==> config.mk <==
export PLATFORM = sky130hd
export DESIGN_NAME = word_select
export DESIGN_NICKNAME = d
export VERILOG_FILES = /design/src/source/icache_pkg.sv /design/src/source/word_select.sv
export SDC_FILE = /design/constraint.sdc
export NUM_CORES = 1
export LEC_CHECK = 0
export ABC_CLOCK_PERIOD_IN_PS = 1600
export BUFFER_PORTS_ARGS = -buffer_cell sky130_fd_sc_hd__buf_2
export CAP_MARGIN = 40
export CELL_PAD_IN_SITES_DETAIL_PLACEMENT = 0
export CELL_PAD_IN_SITES_GLOBAL_PLACEMENT = 1
export CORE_AREA = 2 2 268 270
export CTS_CLUSTER_DIAMETER = 40
export DETAILED_ROUTE_END_ITERATION = 10
export DIE_AREA = 0 0 270 272
export HOLD_SLACK_MARGIN = 0.12
export PLACE_DENSITY_LB_ADDON = 0.1
export SKIP_LAST_GASP = 1
export SLEW_MARGIN = 5
export SYNTH_ARGS = -nofsm -noshare
export SYNTH_HDL_FRONTEND = slang
export SYNTH_SLANG_ARGS = --single-unit
export TNS_END_PERCENT = 20
==> constraint.sdc <==
create_clock -name clk -period 1.6 [get_ports clk]
set_clock_uncertainty 0.15 [all_clocks]
set_input_delay 0.4 -clock clk [delete_from_list [all_inputs] [get_ports clk]]
set_output_delay 0.4 -clock clk [all_outputs]
set_load 0.01 [all_outputs]
==> src/source/icache_pkg.sv <==
package icache_pkg;

	// Byte address as presented by the fetch unit
	typedef logic [31:0] addr_t;

	// Address fields of a 64-set cache with 16-byte lines
	typedef logic [21:0] tag_t;
	typedef logic [5:0] index_t;
	typedef logic [1:0] offset_t;

	// Instruction word and the width of one bus beat
	typedef logic [31:0] word_t;

	// One cache line with word 0 in the low bits
	typedef logic [127:0] line_t;

	// One-hot way mask that is all zero when no way is meant
	typedef logic [3:0] way_mask_t;

	// Request tracker states
	typedef enum logic [1:0] {
		req_idle,
		req_lookup,
		req_refill,
		req_respond
	} req_state_t;

	localparam int WAY_COUNT_DEFAULT = 4;

	// Bus beats needed to move one line
	localparam int LINE_BEATS = 4;

	// Number of sets follows from the index width
	localparam int SET_COUNT = 2 ** $bits(index_t);

endpackage

==> src/source/word_select.sv <==
module word_select #(
	parameter int WAY_COUNT = 4
) (
	input logic clk,
	input logic rst,
	input icache_pkg::line_t rd_lines [WAY_COUNT],
	input icache_pkg::line_t fill_line,
	input icache_pkg::way_mask_t sel_way,
	input logic use_fill,
	input icache_pkg::offset_t offset,
	input logic take,
	input logic flush,
	input logic inst_ready,
	output logic inst_valid,
	output icache_pkg::word_t inst
);

	localparam int WORD_BITS = $bits(icache_pkg::word_t);

	icache_pkg::line_t line_sel;
	icache_pkg::word_t word;

	// The select is one-hot, so an OR of the masked ways is enough
	always_comb begin
		line_sel = '0;
		if (use_fill) begin
			line_sel = fill_line;
		end else begin
			for (int w = 0; w < WAY_COUNT; w++) begin
				if (sel_way[w]) begin
					line_sel = line_sel | rd_lines[w];
				end
			end
		end
	end

	assign word = line_sel[offset * WORD_BITS +: WORD_BITS];

	// The word is loaded only while no response is pending, so it holds under stall
	always_ff @(posedge clk) begin
		if (take) begin
			inst <= word;
		end
	end

	always_ff @(posedge clk) begin
		if (rst) begin
			inst_valid <= 1'b0;
		end else if (flush) begin
			inst_valid <= 1'b0;
		end else if (take) begin
			inst_valid <= 1'b1;
		end else if (inst_ready) begin
			inst_valid <= 1'b0;
		end
	end

endmodule
After elaboration in Yosys (flattened, before gate mapping)
Index checks and enable logic that the tools add are counted.
Word-level totals
  register bits after elaboration: 33
  logic and storage cells: 18
  output and inout port bits: 33
  bits of input ports: 652
Operators by class
  shift-type cells: 1
  reductions and logical operators: 2
  bitwise logic cells: 3
  mux-type cells: 10
Operators with widths (number)
  two-way mux 128 bit: 8
  bitwise OR 128 bit: 3
  indexed part select 128 x 8 -> 32 bit: 1
  two-way mux 1 bit: 2
  nonzero test 2 bit: 1
  OR reduction 2 bit: 1

Longest topological paths before layout
  word-level depth: 12
  mapped depth: 6
  depth with buffers taken out: 4

Worst setup path after synthesis
OpenSTA, ideal clock, no wires.
  path kind: input port to flip-flop
  start point: in sel_way[3]
  end point: reg inst[0], data pin
  arrival: 1.349 ns
  stages: 6
  slack: -0.170 ns
  library setup time: 0.271 ns
  data required time: 1.179 ns
  buffers on the path: 2
  cell sequence: buf_4 > buf_2 > a222oi_1 > nand2_1 > a311oi_1 > a21oi_1
Between the ends
  cells in the longest elaborated chain, start to end: 3
Ends and longest elaborated chain
  start, declared: RTL line word_select.sv:8  | input icache_pkg::way_mask_t sel_way,
  two-way mux 128 bit: RTL line word_select.sv:30  | if (sel_way[w]) begin
  two-way mux 128 bit: RTL line word_select.sv:26  | if (use_fill) begin
  indexed part select 128 x 8 -> 32 bit: RTL line word_select.sv:37  | assign word = line_sel[offset * WORD_BITS +: WORD_BITS];
  named net word[0]: RTL line word_select.sv:21  | icache_pkg::word_t word;
  end signal, assigned: RTL line word_select.sv:42  | inst <= word;
  end, declared: RTL line word_select.sv:15  | output icache_pkg::word_t inst
The timed path passes the listed nets, and every way through them passes these cells.
A chain may end at the register's enable or synchronous reset.

Final worst setup path
  start point: in sel_way[2]
  end point: reg inst[14], data pin
Between the ends
  cells in the longest elaborated chain, start to end: 6
Ends and longest elaborated chain
  two-way mux 128 bit *: RTL line word_select.sv:30
  two-way mux 128 bit *: RTL line word_select.sv:26
  bitwise OR 128 bit: RTL line word_select.sv:31  | line_sel = line_sel | rd_lines[w];
  two-way mux 128 bit *: RTL line word_select.sv:30
  two-way mux 128 bit *: RTL line word_select.sv:26
  indexed part select 128 x 8 -> 32 bit *: RTL line word_select.sv:37
  named net word[14]: RTL line word_select.sv:21
The timed path passes the listed nets; every way through them passes the cells marked *. The select of a mux whose other input is x is not followed.

==> results.txt <==
----------------------------------------------------
[Outcome]
  Result of the run ... complete, but fails checks
  Violations in the final reports ... setup timing

[Die]
  Boundary Pins ... 685
  Row Count ... 98
  Starting density of the core ... 0.07753
  DIE AREA ... 73440 um2
  Vertical die dimension ... 272 um
  Horiz. Die Dim ... 270 um
  Area inside the core boundary ... 70750 um2

[Detailed routing]
  Via count ... 10190
  Routed wirelength normalized by instance count ... 23.60 um
  Initial drt markers ... 996
  Detailed-routing iteration count for the pre-antenna-repair pass ... 11
  Routed vias/inst ... 4.079
  DRC errors left ... 0
  Routed Antenna Nets ... 0
  Total wire length after detailed routing ... 58.96 mm

[Synthesis]
  Post-synthesis average cell area ... 7.323 um2
  Post-synth net total ... 1401
  Cell area after technology mapping ... 5485 um2
  Flip-flop and latch count after synthesis ... 33
  Post-synthesis sequential area ratio ... 0.1788
  Number of different library cells in the post-synthesis netlist ... 16
  Number of cells produced by synthesis ... 749
  Warnings, synthesis ... 0

[Timing]
  Minimum hold slack ... 0.2815 ns
  Count of endpoints failing setup in the final report ... 32
  Hold Violations, Final ... 0
  Final critical-path required period ... 2.246 ns
  Final Max Slew Viols ... 0
  Actual slew at the worst max-slew pin ... 0.6651 ns
  Max Freq ... 445.2 MHz
  Setup repair after global routing missed its margin ... true
  Slew HR ... 0.5566
  Period utilization ... 1.404
  Final setup slack of the worst path ... -0.6463 ns

[Layout]
  Utilization after layout ... 0.1689
  Filler cells ... 8266
  Total area of multi-input combinational cells ... 3914 um2
  Finished layout cell area ... 11950 um2
  Leading cell type in the layout, fill and taps excluded ... sky130_fd_sc_hd__buf_2
  Highest-count cells in the layout ignoring fill and taps ... 678 x sky130_fd_sc_hd__buf_2, 218 x sky130_fd_sc_hd__a21oi_1, 168 x sky130_fd_sc_hd__buf_4
  Final-stage net count ... 2189
  Ratio of cells with drive above 1 in the final layout ... 0.5943
  Layout-stage area growth over the synthesis result ... 117.9%
  Flip-flop and latch area ... 980.9 um2
  Post-Layout Cell Count ... 2498

[Worst hold path]
  Cell depth of the worst hold path ... 4
  Worst min-delay path class ... in2reg
  Startpoint of the most critical hold path ... inst_ready
  Worst-case hold path end point ... inst_valid

[Power and ir drop]
  Internal cell power ... 3.436 mW
  Max IR drop VDD ... 0.0003046 V
  Leak Pwr ... 5.643 nW
  Net Switching ... 2.071 mW
  Switching power share of the total ... 0.3761
  P per Cell Area ... 460.8 nW/um2
  Sequential Power Share ... 0.199
  Share of total power in the clock network ... 0.222
  Combinational power share ... 0.579

[Critical path]
  Worst-case reg-to-reg path depth ... 2
  FF-to-FF setup slack ... 0.87 ns
  Nature of the critical path startpoint ... input port
  Critical-path maximum fanout ... 7
  Critical path class ... in2reg
  Element type at the critical path end ... flip-flop
  Critical path launch point ... sel_way[2]
  Critical path data required time ... 1.49 ns
  Reg-to-reg endpoint ... inst_valid
  Critical R2R Launch ... inst_valid
  Crit path DAT ... 2.14 ns

[Global routing]
  GR Util All Layers ... 0.1481
  Pin count of the biggest net entering global routing ... 43
  Initial antenna violation count ... 25
  Number of global-route vias before repair ... 10497
  Global route overflow ... 0
  Wire length of the first global-routing pass ... 78.16 mm

[Place]
  Hpwl dp ... 50.04 mm
  Cell count after placement ... 2463
  Placer Congestion ... 0.8412
  IO Port Bufs ... 684
  Post-placement cell area ... 11270 um2

[Clock network]
  CTS tree ... yes
  Maximum buffer depth of the clock tree ... 2
  Clock latency on the worst-skew pair ... 0.29 ns
  Master cell of the clock root buffer ... sky130_fd_sc_hd__clkbuf_16
  Number of CTS-inserted buffers ... 5
  H-Tree Level Count ... 2
  Clock sinks ... 33
  Clock slew at reported path FFs ... 0.06 ns

[Flow run]
  Max cap viols ... 0

----------------------------------------------------
## power groups by stage
stage	clock, mW	combinational (mW)	sequential (mW)
2_1_floorplan	0	1.01	1.16
3_3_place_gp	0	3.09	1.12
3_5_place_dp	0	3.07	1.12
4_1_cts	1.29	3.18	1.10
5_1_grt	1.32	3.47	1.10
6_report	1.22	3.19	1.09
## layer usage
metal | part of all wire | track usage | up-vias
li1 | - | - | 4741
met1 | 0.43 | 0.1860 | 4910
met2 | 0.48 | 0.2543 | 461
met3 | 0.073 | 0.03932 | 54
met4 | 0.012 | 0.02924 | 24
met5 | 0.0024 | 0 | -
## worst max-delay path, stage by stage
cell and delay (ns):
sky130_fd_sc_hd__buf_16 0.12, sky130_fd_sc_hd__buf_12 0.14, sky130_fd_sc_hd__buf_6 0.12, sky130_fd_sc_hd__a222oi_1 0.47, sky130_fd_sc_hd__a221oi_2 0.13, sky130_fd_sc_hd__a311oi_2 0.47, sky130_fd_sc_hd__buf_4 0.23, sky130_fd_sc_hd__a21oi_1 0.04
## timing repair
item,CTS,global route
hold buffers,2,0
pin swaps,12,19
endpoints found under the setup margin,32,32
cloned,2,2
endpoints found under the hold margin,1,0
setup buffers,9,3
gates resized for setup,19,28
## cell usage after synthesis
cell,number,share of area
sky130_fd_sc_hd__edfxtp_1,32,0.18
sky130_fd_sc_hd__a221oi_1,64,0.10
sky130_fd_sc_hd__buf_1,3,0.0021
sky130_fd_sc_hd__a311oi_1,32,0.051
sky130_fd_sc_hd__nor2b_1,32,0.036
sky130_fd_sc_hd__nand2_1,32,0.022
sky130_fd_sc_hd__nand2b_1,32,0.036
sky130_fd_sc_hd__buf_2,53,0.048
sky130_fd_sc_hd__buf_4,1,0.0014
sky130_fd_sc_hd__inv_1,65,0.044
sky130_fd_sc_hd__clkbuf_1,45,0.031
sky130_fd_sc_hd__dfxtp_1,1,0.0036
sky130_fd_sc_hd__a21oi_1,225,0.21
sky130_fd_sc_hd__a222oi_1,128,0.23
sky130_fd_sc_hd__nor3_1,1,0.00091
sky130_fd_sc_hd__buf_6,3,0.0062
## worst max path at each step
stage | end | cells after the start
after CTS | inst[2] | 8
after floorplan | inst[13] | 6
after detailed placement | inst[15] | 8
after global routing | inst[12] | 10
final | inst[14] | 8
after global placement | inst[16] | 7
## registers in the layout, indices dropped and copies added, names as in the netlist
signal      flops
inst_valid      1
inst           32
## cell type report
type / instances / share of cell area
timing repair buffer: 886 / 0.4538
inverter: 65 / 0.02041
sequential: 33 / 0.08207
clock buffer: 6 / 0.01162
antenna: 10 / 0.002094
multi-input combinational: 546 / 0.3274
tap: 950 / 0.09945
clock inverter: 2 / 0.003140
## metrics by stage
step           TNS [ns]  power, mW  worst slack (ns)
3_5_place_dp     -26.17      4.186            -1.201
5_1_grt          -18.42      5.896           -0.6629
6_report         -15.93      5.508           -0.6463
4_1_cts          -16.04      5.568           -0.6647
3_3_place_gp     -26.80      4.206            -1.346
2_1_floorplan    -4.485      2.178           -0.1439
## kinds of logic (layout without fill, tap and decap cells)
family          Yosys count  count (layout)  synth area share
buf+inv                 170             959            0.1332
simple gates             97              97           0.09580
flops                    33              33            0.1788
other cells               0              10                 0
compound gates          449             449            0.5922
No activity file was read; power rests on OpenSTA's default activity.
