$ cat src/source/icache_pkg.sv
package icache_pkg;

	// Byte address as presented by the fetch unit
	typedef logic [31:0] addr_t;

	// Address fields of a 64-set cache with 16-byte lines
	typedef logic [21:0] tag_t;
	typedef logic [5:0] index_t;
	typedef logic [1:0] offset_t;

	// Instruction word and the width of one bus beat
	typedef logic [31:0] word_t;

	// One cache line with word 0 in the low bits
	typedef logic [127:0] line_t;

	// One-hot way mask that is all zero when no way is meant
	typedef logic [3:0] way_mask_t;

	// Request tracker states
	typedef enum logic [1:0] {
		req_idle,
		req_lookup,
		req_refill,
		req_respond
	} req_state_t;

	localparam int WAY_COUNT_DEFAULT = 4;

	// Bus beats needed to move one line
	localparam int LINE_BEATS = 4;

	// Number of sets follows from the index width
	localparam int SET_COUNT = 2 ** $bits(index_t);

endpackage

$ cat src/source/cache_ifs.sv


// Line fill from the refill master into both stores
interface fill_if;
	logic fill_valid;
	icache_pkg::index_t fill_index;
	icache_pkg::tag_t fill_tag;
	icache_pkg::line_t fill_line;
	icache_pkg::way_mask_t victim_way;

	modport master (
		output fill_valid,
		output fill_index,
		output fill_tag,
		output fill_line
	);

	// The tag store also owns the victim choice
	modport tag (
		input fill_valid,
		input fill_index,
		input fill_tag,
		output victim_way
	);

	modport line (
		input fill_valid,
		input fill_index,
		input fill_line,
		input victim_way
	);
endinterface

$ cat src/source/refill_master.sv
module refill_master (
	input logic clk,
	input logic rst,
	input logic refill_start,
	input icache_pkg::addr_t refill_addr,
	output logic refill_done,
	fill_if.master fill,
	output logic wb_cyc,
	output logic wb_stb,
	output logic wb_we,
	output icache_pkg::addr_t wb_adr,
	input icache_pkg::word_t wb_dat_i,
	input logic wb_ack,
	output logic [3:0] wb_sel
);

	localparam int WORD_BITS = $bits(icache_pkg::word_t);
	localparam int LINE_BITS = $bits(icache_pkg::line_t);

	typedef enum logic [1:0] {
		rf_idle,
		rf_strobe,
		rf_gap
	} rf_state_t;

	rf_state_t state;
	icache_pkg::addr_t base_q;
	icache_pkg::offset_t beat;
	icache_pkg::line_t line_q;
	icache_pkg::line_t shifted;
	logic last_ack;

	assign wb_cyc = (state == rf_strobe);
	assign wb_stb = (state == rf_strobe);
	assign wb_we = 1'b0;
	assign wb_sel = '1;
	assign wb_adr = {base_q[31:4], beat, 2'b00};

	// Each acked word enters at the top, so word 0 ends in the low bits
	assign shifted = {wb_dat_i, line_q[LINE_BITS-1:WORD_BITS]};
	assign last_ack = (state == rf_strobe) && wb_ack
		&& (beat == icache_pkg::offset_t'(icache_pkg::LINE_BEATS - 1));

	assign refill_done = last_ack;
	assign fill.fill_valid = last_ack;
	assign fill.fill_index = base_q[9:4];
	assign fill.fill_tag = base_q[31:10];
	// The line is complete with the bus word during the last ack
	assign fill.fill_line = last_ack ? shifted : line_q;

	always_ff @(posedge clk) begin
		if (state == rf_idle && refill_start) begin
			base_q <= refill_addr;
		end
		if (state == rf_strobe && wb_ack) begin
			line_q <= shifted;
		end
	end

	always_ff @(posedge clk) begin
		if (rst) begin
			state <= rf_idle;
			beat <= '0;
		end else begin
			case (state)
				rf_idle: begin
					if (refill_start) begin
						beat <= '0;
						state <= rf_strobe;
					end
				end
				rf_strobe: begin
					if (last_ack) begin
						state <= rf_idle;
					end else if (wb_ack) begin
						beat <= beat + 2'd1;
						state <= rf_gap;
					end
				end
				// The classic cycle ends here and the next beat starts fresh
				rf_gap: begin
					state <= rf_strobe;
				end
				default: begin
					state <= rf_idle;
				end
			endcase
		end
	end

endmodule

$ cat src/flat_wrapper.sv
// flat-port wrapper written by rule: the top's interface ports become plain ports
module refill_master_flat 
  (clk, rst, refill_start, refill_addr, refill_done, wb_cyc, wb_stb, wb_we, wb_adr, wb_dat_i, wb_ack, wb_sel, fill_fill_valid, fill_fill_index, fill_fill_tag, fill_fill_line);
  fill_if fill_i ();
  input logic clk;
  input logic rst;
  input logic refill_start;
  input icache_pkg::addr_t refill_addr;
  output logic refill_done;
  output logic wb_cyc;
  output logic wb_stb;
  output logic wb_we;
  output icache_pkg::addr_t wb_adr;
  input icache_pkg::word_t wb_dat_i;
  input logic wb_ack;
  output logic [3:0] wb_sel;
  output wire logic [$bits(fill_i.fill_valid)-1:0] fill_fill_valid;
  output wire logic [$bits(fill_i.fill_index)-1:0] fill_fill_index;
  output wire logic [$bits(fill_i.fill_tag)-1:0] fill_fill_tag;
  output wire logic [$bits(fill_i.fill_line)-1:0] fill_fill_line;
  assign fill_fill_valid = fill_i.fill_valid;
  assign fill_fill_index = fill_i.fill_index;
  assign fill_fill_tag = fill_i.fill_tag;
  assign fill_fill_line = fill_i.fill_line;
  refill_master u_core (.clk(clk), .rst(rst), .refill_start(refill_start), .refill_addr(refill_addr), .refill_done(refill_done), .fill(fill_i), .wb_cyc(wb_cyc), .wb_stb(wb_stb), .wb_we(wb_we), .wb_adr(wb_adr), .wb_dat_i(wb_dat_i), .wb_ack(wb_ack), .wb_sel(wb_sel));
endmodule
$ cat config.mk
export PLATFORM = sky130hd
export DESIGN_NAME = refill_master_flat
export DESIGN_NICKNAME = d
export VERILOG_FILES = /design/src/source/icache_pkg.sv /design/src/source/cache_ifs.sv /design/src/source/refill_master.sv /design/src/flat_wrapper.sv
export SDC_FILE = /design/constraint.sdc
export NUM_CORES = 1
export LEC_CHECK = 0
export BUFFER_PORTS_ARGS = -buffer_cell sky130_fd_sc_hd__buf_2
export CORE_ASPECT_RATIO = 0.75
export CORE_UTILIZATION = 49
export CTS_CLUSTER_SIZE = 30
export DETAILED_ROUTE_END_ITERATION = 16
export GPL_TIMING_DRIVEN = 0
export PLACE_DENSITY = 0.91
export SLEW_MARGIN = 20
export SYNTH_ARGS = -nofsm -noshare
export SYNTH_HDL_FRONTEND = slang
export SYNTH_SLANG_ARGS = --single-unit
$ cat constraint.sdc
create_clock -name clk -period 5.5 [get_ports clk]
set_input_delay 0.55 -clock clk [delete_from_list [all_inputs] [get_ports clk]]
set_output_delay 0.55 -clock clk [all_outputs]
set_load 0.005 [all_outputs]
# Word-level counts from Yosys, hierarchy flattened
# Cells that the tools add are included.
# totals
regBits,164
wordCells,28
# op_classes
eq_ne,7
mux,9
add_sub_neg,1
n_reduce_logical,7
# op_table
operator,n
two-way mux 128 bit,1
two-way mux 2 bit,6
one-hot mux 2 bit (3 select lines),1
equality test 2 bit (second input constant),2
inequality test 2 bit (second input constant),2
one-hot mux 2 bit (2 select lines),1
AND reduction 4 bit,1
logical AND 1 bit,3
inequality test 3 x 1 -> 1 bit (second input constant),1
adder 2 x 1 -> 2 bit (second input constant),1
equality test 2 x 1 -> 1 bit (second input constant),1
zero test 2 bit,1
inequality test 2 x 1 -> 1 bit (second input constant),1
AND reduction 2 bit,1
nonzero test 2 bit,1

# Logic depth before layout (Yosys ltp)
# depth
depth_word,5
mapped_depth,6
depth_no_buf,4

# Worst setup path before layout
# Ideal clock, no wire load.
# synth_path
path_kind,register to register
start,register u_core.state[0]
end,register u_core.line_q[0] (enable)
setup_slack_ps,1480
t_arrival_ps,3517
stages_incl_launch_ff,3
required_time_ps,4997
path_cell_list,dfxtp_1 -> nor2b_4 -> and2_1
# synth_between
elab_chain_len,2
# synth_lines
element,line,text
start: declaration,refill_master.sv:26,rf_state_t state;
start signal: assignment,refill_master.sv:62,state <= rf_idle;
start signal: assignment,refill_master.sv:69,state <= rf_strobe;
start signal: assignment,refill_master.sv:74,state <= rf_idle;
equality test 2 x 1 -> 1 bit,--,
net wb_cyc,flat_wrapper.sv:10,output logic wb_cyc;
logical AND 1 bit,refill_master.sv:55,if (state == rf_strobe && wb_ack) begin
end signal: assignment,refill_master.sv:56,line_q <= shifted;
end: declaration,refill_master.sv:29,icache_pkg::line_t line_q;
# The timed path passes the listed nets, and every way through them passes these cells.
# A chain may end at the register's enable or synchronous reset.

# Worst setup path after layout
# layout_path
start,register u_core.state[0]
end,output port fill_fill_line[125]
# layout_between
elab_chain_len,4
# layout_lines
element,line,text
equality test 2 x 1 -> 1 bit,refill_master.sv:41,assign last_ack = (state == rf_strobe) && wb_ack
logical AND 1 bit,refill_master.sv:41,
logical AND 1 bit,refill_master.sv:42,&& (beat == icache_pkg::offset_t'(icache_pkg::LINE_BEATS - 1));
two-way mux 128 bit,refill_master.sv:49,assign fill.fill_line = last_ack ? shifted : line_q;
end: declaration,flat_wrapper.sv:20,output wire logic [$bits(fill_i.fill_line)-1:0] fill_fill_line;
# No other way between the ends.

==> results.json <==
{
  "cts_resized": 0,
  "min_period_over_period": 0.485,
  "p_leak_nw": 3.63,
  "layout_common_cells": "buf_2, edfxtp_1, mux2_1",
  "vias": 4115,
  "synth_area_leaders": "edfxtp_1, mux2_1, buf_4, buf_6, dfxtp_1",
  "synth_xor_area_frac": 0,
  "min_to": "u_core.base_q[21]",
  "grt_start_max_net_pins": 61,
  "die_y_um": 104,
  "finalSetupTns_ns": 0,
  "total_power_mw": 2.74,
  "synth_flop_cell": "edfxtp_1",
  "place_ws_ns": 3.18,
  "hpwl_um": 10700,
  "status": "complete, no violations",
  "p_comb_frac": 0.063,
  "cts_tree": "yes",
  "synth_mux_area_frac": 0.213,
  "whs_path_depth": 1,
  "synth_simple_gate_area_frac": 0.0119,
  "synth_top_family_by_area": "multiplexers",
  "internal_power_mw": 2.15,
  "synth_top_cell_by_area": "edfxtp_1",
  "layout_commonest_cell": "buf_2",
  "drtPass1Iterations": 4,
  "hold_class": "in2reg",
  "cts_setup_buffers": 0,
  "wl_um": 14900,
  "insertion_delay_ns": 0.42,
  "relSlewSlack": 0.337,
  "synthAdderAreaFrac": 0.00185,
  "cts_buffer_depth": 2,
  "critPathArrivalTime_ns": 2.12,
  "powerDensity_nw_per_um2": 309,
  "drtIter0Drc": 200,
  "end_kind": "primary output",
  "async_flop_share": 0,
  "finalHoldWorstSlack_ns": 0.300,
  "grtUsageTotal": 0.212,
  "hp-start": "refill_addr[21]",
  "reg2reg_depth": 2,
  "fmax_ghz": 0.375,
  "core_sq_um": 13200,
  "path_max_fanout": 11,
  "areaGrowthSynthToFinish_pct": 31.5,
  "dp.cells": 790,
  "syn_avg_cell_area_sq_um": 18.8,
  "cts_root_buf": "clkbuf_16",
  "antennaDiodeCount": 0,
  "finalHoldViolations": 0,
  "fin_ws_ns": 2.83,
  "antenna_found_initial": 0,
  "worst_pin_slew_ns": 0.989,
  "post-route-min-period_ns": 2.67,
  "timing.rr.start": "u_core.state[1]",
  "holdBufCountCts": 0,
  "gp_congestion": 0.776,
  "yosys_warnings": 0,
  "seq_area_sq_um": 4760,
  "power.clock.fraction": 0.419,
  "htreeDepth": 4,
  "cap_violations": 0,
  "clock_skew_ns": 0.00849,
  "synthCells": 359,
  "placedInstanceArea_sq_um": 8310,
  "ir_drop_v": 0.000221,
  "synth_cell_types": 21,
  "route.detailed.drc": 0,
  "finalMaxSlewViolations": 0,
  "vias_per_cell": 5.01,
  "required_ns": 4.95,
  "clk_pin_slew_ns": 0.06,
  "fin_area_sq_um": 8880,
  "cts_sinks": 160,
  "cts_buffers": 17,
  "grt_overflow_total": 0,
  "synth_seq_cells": 160,
  "syn_area_sq_um": 6750,
  "rsz0062_at_grt": "false",
  "r2r_end": "u_core.base_q[6]",
  "die-area_sq_um": 14300,
  "layout.cells.non_filler": 822,
  "switching_share": 0.216,
  "synth_edf_count": 156,
  "ys_seq_area_frac": 0.705,
  "rows": 36,
  "initial_core_util": 0.512,
  "critPathLaunchType": "flop",
  "wl_per_cell_um": 18.1,
  "fill_cells": 926,
  "ant_nets": 0,
  "final_util": 0.673,
  "seqPwrFrac": 0.518,
  "critical_path_class": "reg2out",
  "pin_count": 265,
  "regToRegSetupSlack_ns": 3.54,
  "switchingPower_mw": 0.591,
  "final_nets": 707,
  "port_buffers": 253,
  "die_x_um": 138,
  "synth_top_area_frac": 0.694,
  "grt_pass1_wl_um": 22300,
  "grt_pass1_vias": 4116,
  "setup_viol": 0,
  "synth-compound-area-share": 0.00333,
  "multi_input_area_sq_um": 1590,
  "drive_above_1_share": 0.519
}
synth_stat cells (all sizes together), types with 2 or more instances:
master and number:
a21oi 3, buf 51, conb 2, dfxtp 4, edfxtp 156, inv 2, mux2 128, nand3 3
power groups by stage:
stage	logic, mW	clock network [mW]	registers, mW
detailed placement	0.174	0	1.45
finish	0.173	1.15	1.42
global route	0.189	1.22	1.43
CTS	0.175	1.16	1.42
floorplan	0.0739	0	1.44
global placement	0.162	0	1.45
sequential cells by signal, indices dropped and copies added, names as in the netlist:
register,count
u_core.state,2
u_core.line_q,128
u_core.base_q,28
u_core.beat,2
cells by family after synthesis:
family	count (synthesis)
buffers and inverters	53
flip-flops	160
other	2
AND/OR/NAND/NOR	11
AO/OA/AOI/OAI	4
multiplexers	128
adder cells (fa/ha/maj)	1
cell type report:
| type | instances | area share |
|---|---|---|
| Buffer | 51 | 0.0471 |
| Clock buffer | 18 | 0.0483 |
| Clock inverter | 14 | 0.0158 |
| Inverter | 2 | 0.000845 |
| Multi-Input combinational cell | 151 | 0.179 |
| Sequential cell | 160 | 0.537 |
| Tap cell | 171 | 0.0241 |
| Timing Repair Buffer | 255 | 0.149 |
how the worst max path moves through the flow:
| stage | start | slack, ns | to | depth (start not counted) |
|---|---|---|---|---|
| global placement | wb_ack | 0.37 | u_core.line_q[119] | 2 |
| global route | u_core.state[0] | 2.70 | fill_fill_line[117] | 7 |
| finish | u_core.state[0] | 2.83 | fill_fill_line[125] | 7 |
| floorplan | u_core.state[0] | 1.48 | u_core.line_q[0] | 2 |
| detailed placement | wb_ack | 3.18 | fill_fill_line[117] | 7 |
| CTS | u_core.state[0] | 2.80 | fill_fill_line[117] | 7 |
critical path, stage by stage, from the launching register on:
cell,delay [ns]
dfxtp_1,0.37
nor2b_4,0.23
nand3_1,0.12
buf_4,0.21
inv_2,0.07
buf_4,0.21
mux2_1,0.35
buf_2,0.13
per-layer routing:
metal  vias up  global-route usage  share of wire
li1       1897                   -              -
met1      2023               0.264           0.42
met2       170               0.347           0.50
met3        25              0.0558          0.063
met4         0              0.0911          0.019
met5         -                   0              0
Note: power is estimated with default switching activity, not from simulation.
