**src/source/icache_pkg.sv**
```systemverilog
package icache_pkg;

	// Byte address as presented by the fetch unit
	typedef logic [31:0] addr_t;

	// Address fields of a 64-set cache with 16-byte lines
	typedef logic [21:0] tag_t;
	typedef logic [5:0] index_t;
	typedef logic [1:0] offset_t;

	// Instruction word and the width of one bus beat
	typedef logic [31:0] word_t;

	// One cache line with word 0 in the low bits
	typedef logic [127:0] line_t;

	// One-hot way mask that is all zero when no way is meant
	typedef logic [3:0] way_mask_t;

	// Request tracker states
	typedef enum logic [1:0] {
		req_idle,
		req_lookup,
		req_refill,
		req_respond
	} req_state_t;

	localparam int WAY_COUNT_DEFAULT = 4;

	// Bus beats needed to move one line
	localparam int LINE_BEATS = 4;

	// Number of sets follows from the index width
	localparam int SET_COUNT = 2 ** $bits(index_t);

endpackage

```
**src/source/cache_ifs.sv**
```systemverilog
// Tag lookup between the request tracker and the tag store
interface lookup_if;
	logic lookup_valid;
	icache_pkg::index_t index;
	icache_pkg::tag_t tag;
	icache_pkg::way_mask_t hit_way;
	logic miss;

	modport requester (
		output lookup_valid,
		output index,
		output tag,
		input hit_way,
		input miss
	);

	modport responder (
		input lookup_valid,
		input index,
		input tag,
		output hit_way,
		output miss
	);
endinterface


```
**src/source/fetch_request.sv**
```systemverilog
module fetch_request (
	input logic clk,
	input logic rst,
	input logic req_valid,
	input icache_pkg::addr_t req_addr,
	output logic req_ready,
	input logic flush,
	lookup_if.requester lookup,
	output logic refill_start,
	output icache_pkg::addr_t refill_addr,
	input logic refill_done,
	input logic inst_valid,
	input logic inst_ready,
	output logic take,
	output logic use_fill,
	output icache_pkg::way_mask_t sel_way,
	output icache_pkg::offset_t offset
);

	icache_pkg::req_state_t state;
	icache_pkg::addr_t addr_q;
	logic cancel;
	// Respond phase 0 waits for the line read, 1 takes the word and 2 waits for the consumer
	logic [1:0] stage;

	assign req_ready = (state == icache_pkg::req_idle);

	assign lookup.lookup_valid = (state == icache_pkg::req_lookup);
	assign lookup.index = addr_q[9:4];
	assign lookup.tag = addr_q[31:10];
	assign offset = addr_q[3:2];

	// A miss always starts its refill and a flush only cancels the response
	assign refill_start = lookup.miss;
	assign refill_addr = addr_q;

	assign take = (state == icache_pkg::req_respond) && (stage == 2'd1);

	always_ff @(posedge clk) begin
		if (req_ready && req_valid) begin
			addr_q <= req_addr;
		end
		if (state == icache_pkg::req_lookup) begin
			sel_way <= lookup.hit_way;
		end
	end

	always_ff @(posedge clk) begin
		if (rst) begin
			state <= icache_pkg::req_idle;
			cancel <= 1'b0;
			stage <= 2'd0;
			use_fill <= 1'b0;
		end else begin
			case (state)
				icache_pkg::req_idle: begin
					cancel <= 1'b0;
					if (req_valid) begin
						state <= icache_pkg::req_lookup;
					end
				end
				icache_pkg::req_lookup: begin
					if (lookup.miss) begin
						state <= icache_pkg::req_refill;
						use_fill <= 1'b1;
						cancel <= flush;
					end else if (flush) begin
						state <= icache_pkg::req_idle;
					end else begin
						state <= icache_pkg::req_respond;
						stage <= 2'd0;
						use_fill <= 1'b0;
					end
				end
				icache_pkg::req_refill: begin
					if (flush) begin
						cancel <= 1'b1;
					end
					// The line is written to the stores on this same edge
					if (refill_done) begin
						if (cancel || flush) begin
							state <= icache_pkg::req_idle;
						end else begin
							state <= icache_pkg::req_respond;
							stage <= 2'd0;
						end
					end
				end
				icache_pkg::req_respond: begin
					if (flush) begin
						state <= icache_pkg::req_idle;
					end else if (stage != 2'd2) begin
						stage <= stage + 2'd1;
					end else if (inst_valid && inst_ready) begin
						state <= icache_pkg::req_idle;
					end
				end
				default: begin
					state <= icache_pkg::req_idle;
				end
			endcase
		end
	end

endmodule

```
**src/flat_wrapper.sv**
```systemverilog
// flat-port wrapper written by rule: the top's interface ports become plain ports
module fetch_request_flat 
  (clk, rst, req_valid, req_addr, req_ready, flush, refill_start, refill_addr, refill_done, inst_valid, inst_ready, take, use_fill, sel_way, offset, lookup_lookup_valid, lookup_index, lookup_tag, lookup_hit_way, lookup_miss);
  lookup_if lookup_i ();
  input logic clk;
  input logic rst;
  input logic req_valid;
  input icache_pkg::addr_t req_addr;
  output logic req_ready;
  input logic flush;
  output logic refill_start;
  output icache_pkg::addr_t refill_addr;
  input logic refill_done;
  input logic inst_valid;
  input logic inst_ready;
  output logic take;
  output logic use_fill;
  output icache_pkg::way_mask_t sel_way;
  output icache_pkg::offset_t offset;
  output wire logic [$bits(lookup_i.lookup_valid)-1:0] lookup_lookup_valid;
  output wire logic [$bits(lookup_i.index)-1:0] lookup_index;
  output wire logic [$bits(lookup_i.tag)-1:0] lookup_tag;
  input wire logic [$bits(lookup_i.hit_way)-1:0] lookup_hit_way;
  input wire logic [$bits(lookup_i.miss)-1:0] lookup_miss;
  assign lookup_lookup_valid = lookup_i.lookup_valid;
  assign lookup_index = lookup_i.index;
  assign lookup_tag = lookup_i.tag;
  assign lookup_i.hit_way = lookup_hit_way;
  assign lookup_i.miss = lookup_miss;
  fetch_request u_core (.clk(clk), .rst(rst), .req_valid(req_valid), .req_addr(req_addr), .req_ready(req_ready), .flush(flush), .lookup(lookup_i), .refill_start(refill_start), .refill_addr(refill_addr), .refill_done(refill_done), .inst_valid(inst_valid), .inst_ready(inst_ready), .take(take), .use_fill(use_fill), .sel_way(sel_way), .offset(offset));
endmodule
```
**config.mk**
```make
export PLATFORM = sky130hd
export DESIGN_NAME = fetch_request_flat
export DESIGN_NICKNAME = d
export VERILOG_FILES = /design/src/source/icache_pkg.sv /design/src/source/cache_ifs.sv /design/src/source/fetch_request.sv /design/src/flat_wrapper.sv
export SDC_FILE = /design/constraint.sdc
export NUM_CORES = 1
export LEC_CHECK = 0
export ABC_CLOCK_PERIOD_IN_PS = 4800
export BUFFER_PORTS_ARGS = -buffer_cell sky130_fd_sc_hd__clkbuf_2
export CAP_MARGIN = 25
export CORE_MARGIN = 2
export CORE_UTILIZATION = 40
export DETAILED_ROUTE_END_ITERATION = 8
export PLACE_DENSITY_LB_ADDON = 0.2
export SLEW_MARGIN = 10
export SYNTH_ARGS = -nofsm -noshare
export SYNTH_HDL_FRONTEND = slang
export SYNTH_SLANG_ARGS = --single-unit
```
**constraint.sdc**
```tcl
create_clock -name clk -period 4.8 [get_ports clk]
set_input_delay 0.96 -clock clk [delete_from_list [all_inputs] [get_ports clk]]
set_output_delay 0.96 -clock clk [all_outputs]
set_load 0.05 [all_outputs]
```
======== Yosys cells after proc, flatten, opt, wreduce, memory -nomap -nowiden ========
Index checks and enable logic that the tools add are counted.
word-level totals
  register bits after elaboration ......... 42
  input bits .............................. 44
  output and inout port bits .............. 71
  logic and storage cells ................. 56
cells by class
  $add $sub $neg .......................... 1
  eq/ne operators ......................... 17
  multiplexer cells ....................... 21
  reduce and logical (&&, ||, !) cells .... 11
operator list
  operator                                                                 number
  2-bit two-way mux                                                        14
  2-bit inequality test, second input constant                             9
  2-bit case mux with 4 select lines                                       1
  7-bit AND reduction                                                      1
  3-bit inequality test, second input constant                             2
  2-bit case mux with 3 select lines                                       1
  3-bit nonzero test                                                       2
  2-bit by 1-bit equality test with 1-bit output, second input constant    2
  2-bit equality test, second input constant                               2
  1-bit two-way mux                                                        4
  2-bit by 1-bit inequality test with 1-bit output, second input constant  2
  4-bit AND reduction                                                      1
  1-bit logical AND                                                        3
  1-bit case mux with 3 select lines                                       1
  3-bit AND reduction                                                      1
  2-bit by 1-bit adder with 2-bit output, second input constant            1
  2-bit zero test                                                          1
  2-bit AND reduction                                                      1
  1-bit logical OR                                                         1

======== Depth between registers and ports, before layout ========
  depth in word-level cells ............... 5
  depth in mapped cells ................... 6
  depth with buffers taken out ............ 6

======== Worst setup path after synthesis ========
Ideal clock, no wire load.
  kind .................................... register to register
  start ................................... register u_core.state[0]
  end ..................................... register u_core.addr_q[0] (netlist: u_core.refill_addr[0]) (enable)
  arrival ................................. 1.891 ns
  required time ........................... 4.408 ns
  slack ................................... 2.518 ns
  stages on the path, launching flop included .. 4
  buffers on the path ..................... 0
  cell sequence ........................... dfxtp_1 -> inv_1 -> ha_1 -> and2_1
between the ends
  word-level cells in the longest chain between the ends .. 2
RTL lines
  what                    RTL line             source
  start, declared         fetch_request.sv:20  icache_pkg::req_state_t state;
  start signal, assigned  fetch_request.sv:50  state <= icache_pkg::req_idle;
  start signal, assigned  fetch_request.sv:59  state <= icache_pkg::req_lookup;
  start signal, assigned  fetch_request.sv:64  state <= icache_pkg::req_refill;
  2-bit zero test         fetch_request.sv:26  assign req_ready = (state == icache_pkg::req_idle);
  net req_ready           flat_wrapper.sv:9    output logic req_ready;
  1-bit logical AND       fetch_request.sv:40  if (req_ready && req_valid) begin
  end signal, assigned    fetch_request.sv:41  addr_q <= req_addr;
  end, declared           fetch_request.sv:21  icache_pkg::addr_t addr_q;
The timed path passes the listed nets, and every way through them passes these cells.
A chain may end at the register's enable or synchronous reset.

======== Worst setup path after layout ========
  start ................................... register u_core.state[1]
  end ..................................... output port take
between the ends
  word-level cells in the longest chain between the ends .. 2
RTL lines
  what                 RTL line             source
  2-bit equality test  fetch_request.sv:37  assign take = (state == icache_pkg::req_respond) && (stage == 2'd1);
  1-bit logical AND    fetch_request.sv:37
  end, declared        flat_wrapper.sv:16   output logic take;
No other way between the ends.

==> summary.txt <==
Run status - complete, no violations
Clock Pin Slew Worst Setup and Hold Paths - 0.08 ns
Sw frac - 37.55%
CP Max Fanout - 6
Max incr delay on CP - 0.43 ns
Grt total ovfl - 0
Hold buffers post-CTS - 0
Max_cap viols - 0
Predominant post-synthesis flop cell - edfxtp_1
Final hold vios - 0
Final nets - 269
Site Rows - 24
Die Wd - 71.05 um
Root Buffer - clkbuf_8
Wire per inst - 12.81 um
CTS tree - yes
First-pass GRT wire length - 4940 um
Post-synth top area cell - edfxtp_1
Skew final - 0.006852 ns
Sequential area share after synthesis - 66.81%
Fill cell count - 375
Num CTS Buffers - 5
Clk network pwr share - 25.6%
Post-synth top area share - 60.13%
Post-CTS setup buffer count - 0
IO buf count - 114
HP Class - flip-flop to flip-flop
Final setup viols - 0
CTS Sinks - 42
Hpwl dp - 2708 um
Drc violations - 0
Yosys warnings - 0
Area grow syn2layout - 28.88%
PwrDens - 453.6 mW/mm^2
Count of different cell masters after synthesis - 25
Post-CTS sizing - 0
Core Region - 0.004354 mm^2
Vias in the first global route - 1041
Final period utilization - 49.32%
Maximum VDD drop - 0.0001727 V
DP Area - 0.002208 mm^2
Highest-count cells in the layout ignoring fill and taps - clkbuf_2 (114), edfxtp_1 (36), ha_1 (9), a21oi_1 (7)
Critical path data required time - 3.84 ns
Tmin final - 2.367 ns
Post-Route WL - 3446 um
Critical path class - flip-flop to output port
Final Instance Area - 0.002317 mm^2
H-tree depth - 2
Full die area - 0.005047 mm^2
Num ports - 115
Gr usage total - 13.02%
Die height - 71.05 um
Crit-path cells - ha_1 > and2_1 > clkbuf_2
Synthesized area per cell - 14.38 um^2
Net Switching - 0.0003946 W
Comb pwr share - 31.0%
Max_slew headroom - 72.80%
Max Root-Sink Buffers - 2
Synth async-reset ratio - 0%
Initial core utilization - 41.29%
Drt first pass iters - 5
Largest net degree at the start of global routing - 33
# diodes - 0
RD Place Congestion - 0.8084
Setup TNS - 0 ns
Sequential share of power - 43.4%
Final Max Tran Viols - 0
EDFF count, synth - 36
Syn Nets - 178
Routed vias - 1237
DRT iter0 DRCs - 82
Layout cells sized above 1 - 57.60%
Most common cell after layout, fill and taps aside - clkbuf_2
Worst path slowest cell - dfxtp_1
Measured slew at the worst slew-check pin - 0.4037 ns
Final ANT Viol Nets - 0
Internal power - 0.0006563 W
Synthesized area - 0.001798 mm^2
Initial antenna violation count - 0
Vias per inst - 4.599
Synth Instances - 125
Leak - 1.075 nW
FMAX - 0.4224 GHz
RSZ-0062 raised after global routing - no
#FFs+latches synth - 42
Setup crit end kind - output port
Critical Path Start Type - flip-flop
Ranking of synthesized cells by area - edfxtp_1 (60%), buf_4 (13%), dfxtp_1 (6.7%)
Clock Latency Late Sink - 0.29 ns
Worst endpoint data arrival time - 1.41 ns
-- path summary, 6_finish.rpt --
check / from / end / slack (ns) / cells after the start
worst max-delay path: u_core.state[1] / take / 2.43 / 3
worst min-delay path: u_core.stage[1] / u_core.stage[1] / 0.48 / 2
worst max register to register: u_core.state[1] / u_core.stage[1] / 2.92 / 6
worst min register to register: u_core.stage[1] / u_core.stage[1] / 0.48 / 2
-- cells in the mapped netlist (all sizes together) (2+ instances only) --
cell type and n:
nor2 3, nor2b 2, o31ai 2, buf 31
a21oi 7, o21ai 3, inv 6, ha 9
and2 2, dfxtp 6, edfxtp 36, nand2 3
nand2b 3
-- critical path, delay by kind of cell (launching register included) --
family | cells | cell delay [ns]
flops | 1 | 0.43
buf+inv | 1 | 0.27
simple gates | 1 | 0.15
fa+ha+maj | 1 | 0.27
-- cell families after synthesis --
family / count (synthesis) / synth area share (%)
flip-flops: 42 / 66.81
buffers and inverters: 37 / 14.20
AND/OR/NAND/NOR: 18 / 5.637
adder cells (fa/ha/maj): 9 / 6.263
AO/OA/AOI/OAI: 19 / 7.098
-- registers in the layout, indices dropped and copies added, names as in the netlist --
name                cells
u_core.refill_addr     32
u_core.state            2
u_core.cancel           1
u_core.use_fill         1
u_core.sel_way          4
u_core.stage            2
-- routing by layer --
layer,share of wire [%],global-route usage [%],up-vias
met5,0,0,-
met4,1.4,5.451,0
met3,8.2,4.843,6
met2,52,22.53,72
met1,39,14.41,567
li1,-,-,592
-- stage by stage --
step	setup WS (ns)	power, W	util, %	instances	hold WS, ns
after floorplan	2.518	0.0007433	-	125	0.4425
after global placement	2.457	0.0007903	50.72	261	0.4662
after detailed placement	2.455	0.0007931	50.72	261	0.4713
after CTS	2.404	0.001064	53.22	269	0.4831
after global routing	2.328	0.001094	53.22	269	0.4976
final	2.433	0.001051	53.22	269	0.4784
-- power groups by stage --
stage / Clock (W) / Combinational (W) / Sequential (W)
3_5_place_dp: 0 / 0.000328 / 0.000465
5_1_grt: 0.000293 / 0.000340 / 0.000461
4_1_cts: 0.000280 / 0.000328 / 0.000457
6_report: 0.000269 / 0.000326 / 0.000456
2_1_floorplan: 0 / 0.000172 / 0.000571
3_3_place_gp: 0 / 0.000327 / 0.000463
-- area by class of cell --
cell class	count	area [um^2]	share of cell area, %
multi-input combinational	46	341.6	14.74
timing repair buffer	115	578.1	24.95
sequential	42	1201	51.84
tap	52	65.06	2.808
inverter	6	22.52	0.9719
clock buffer	5	68.82	2.970
clock inverter	3	40.04	1.728
(Power assumes the default switching activity.)
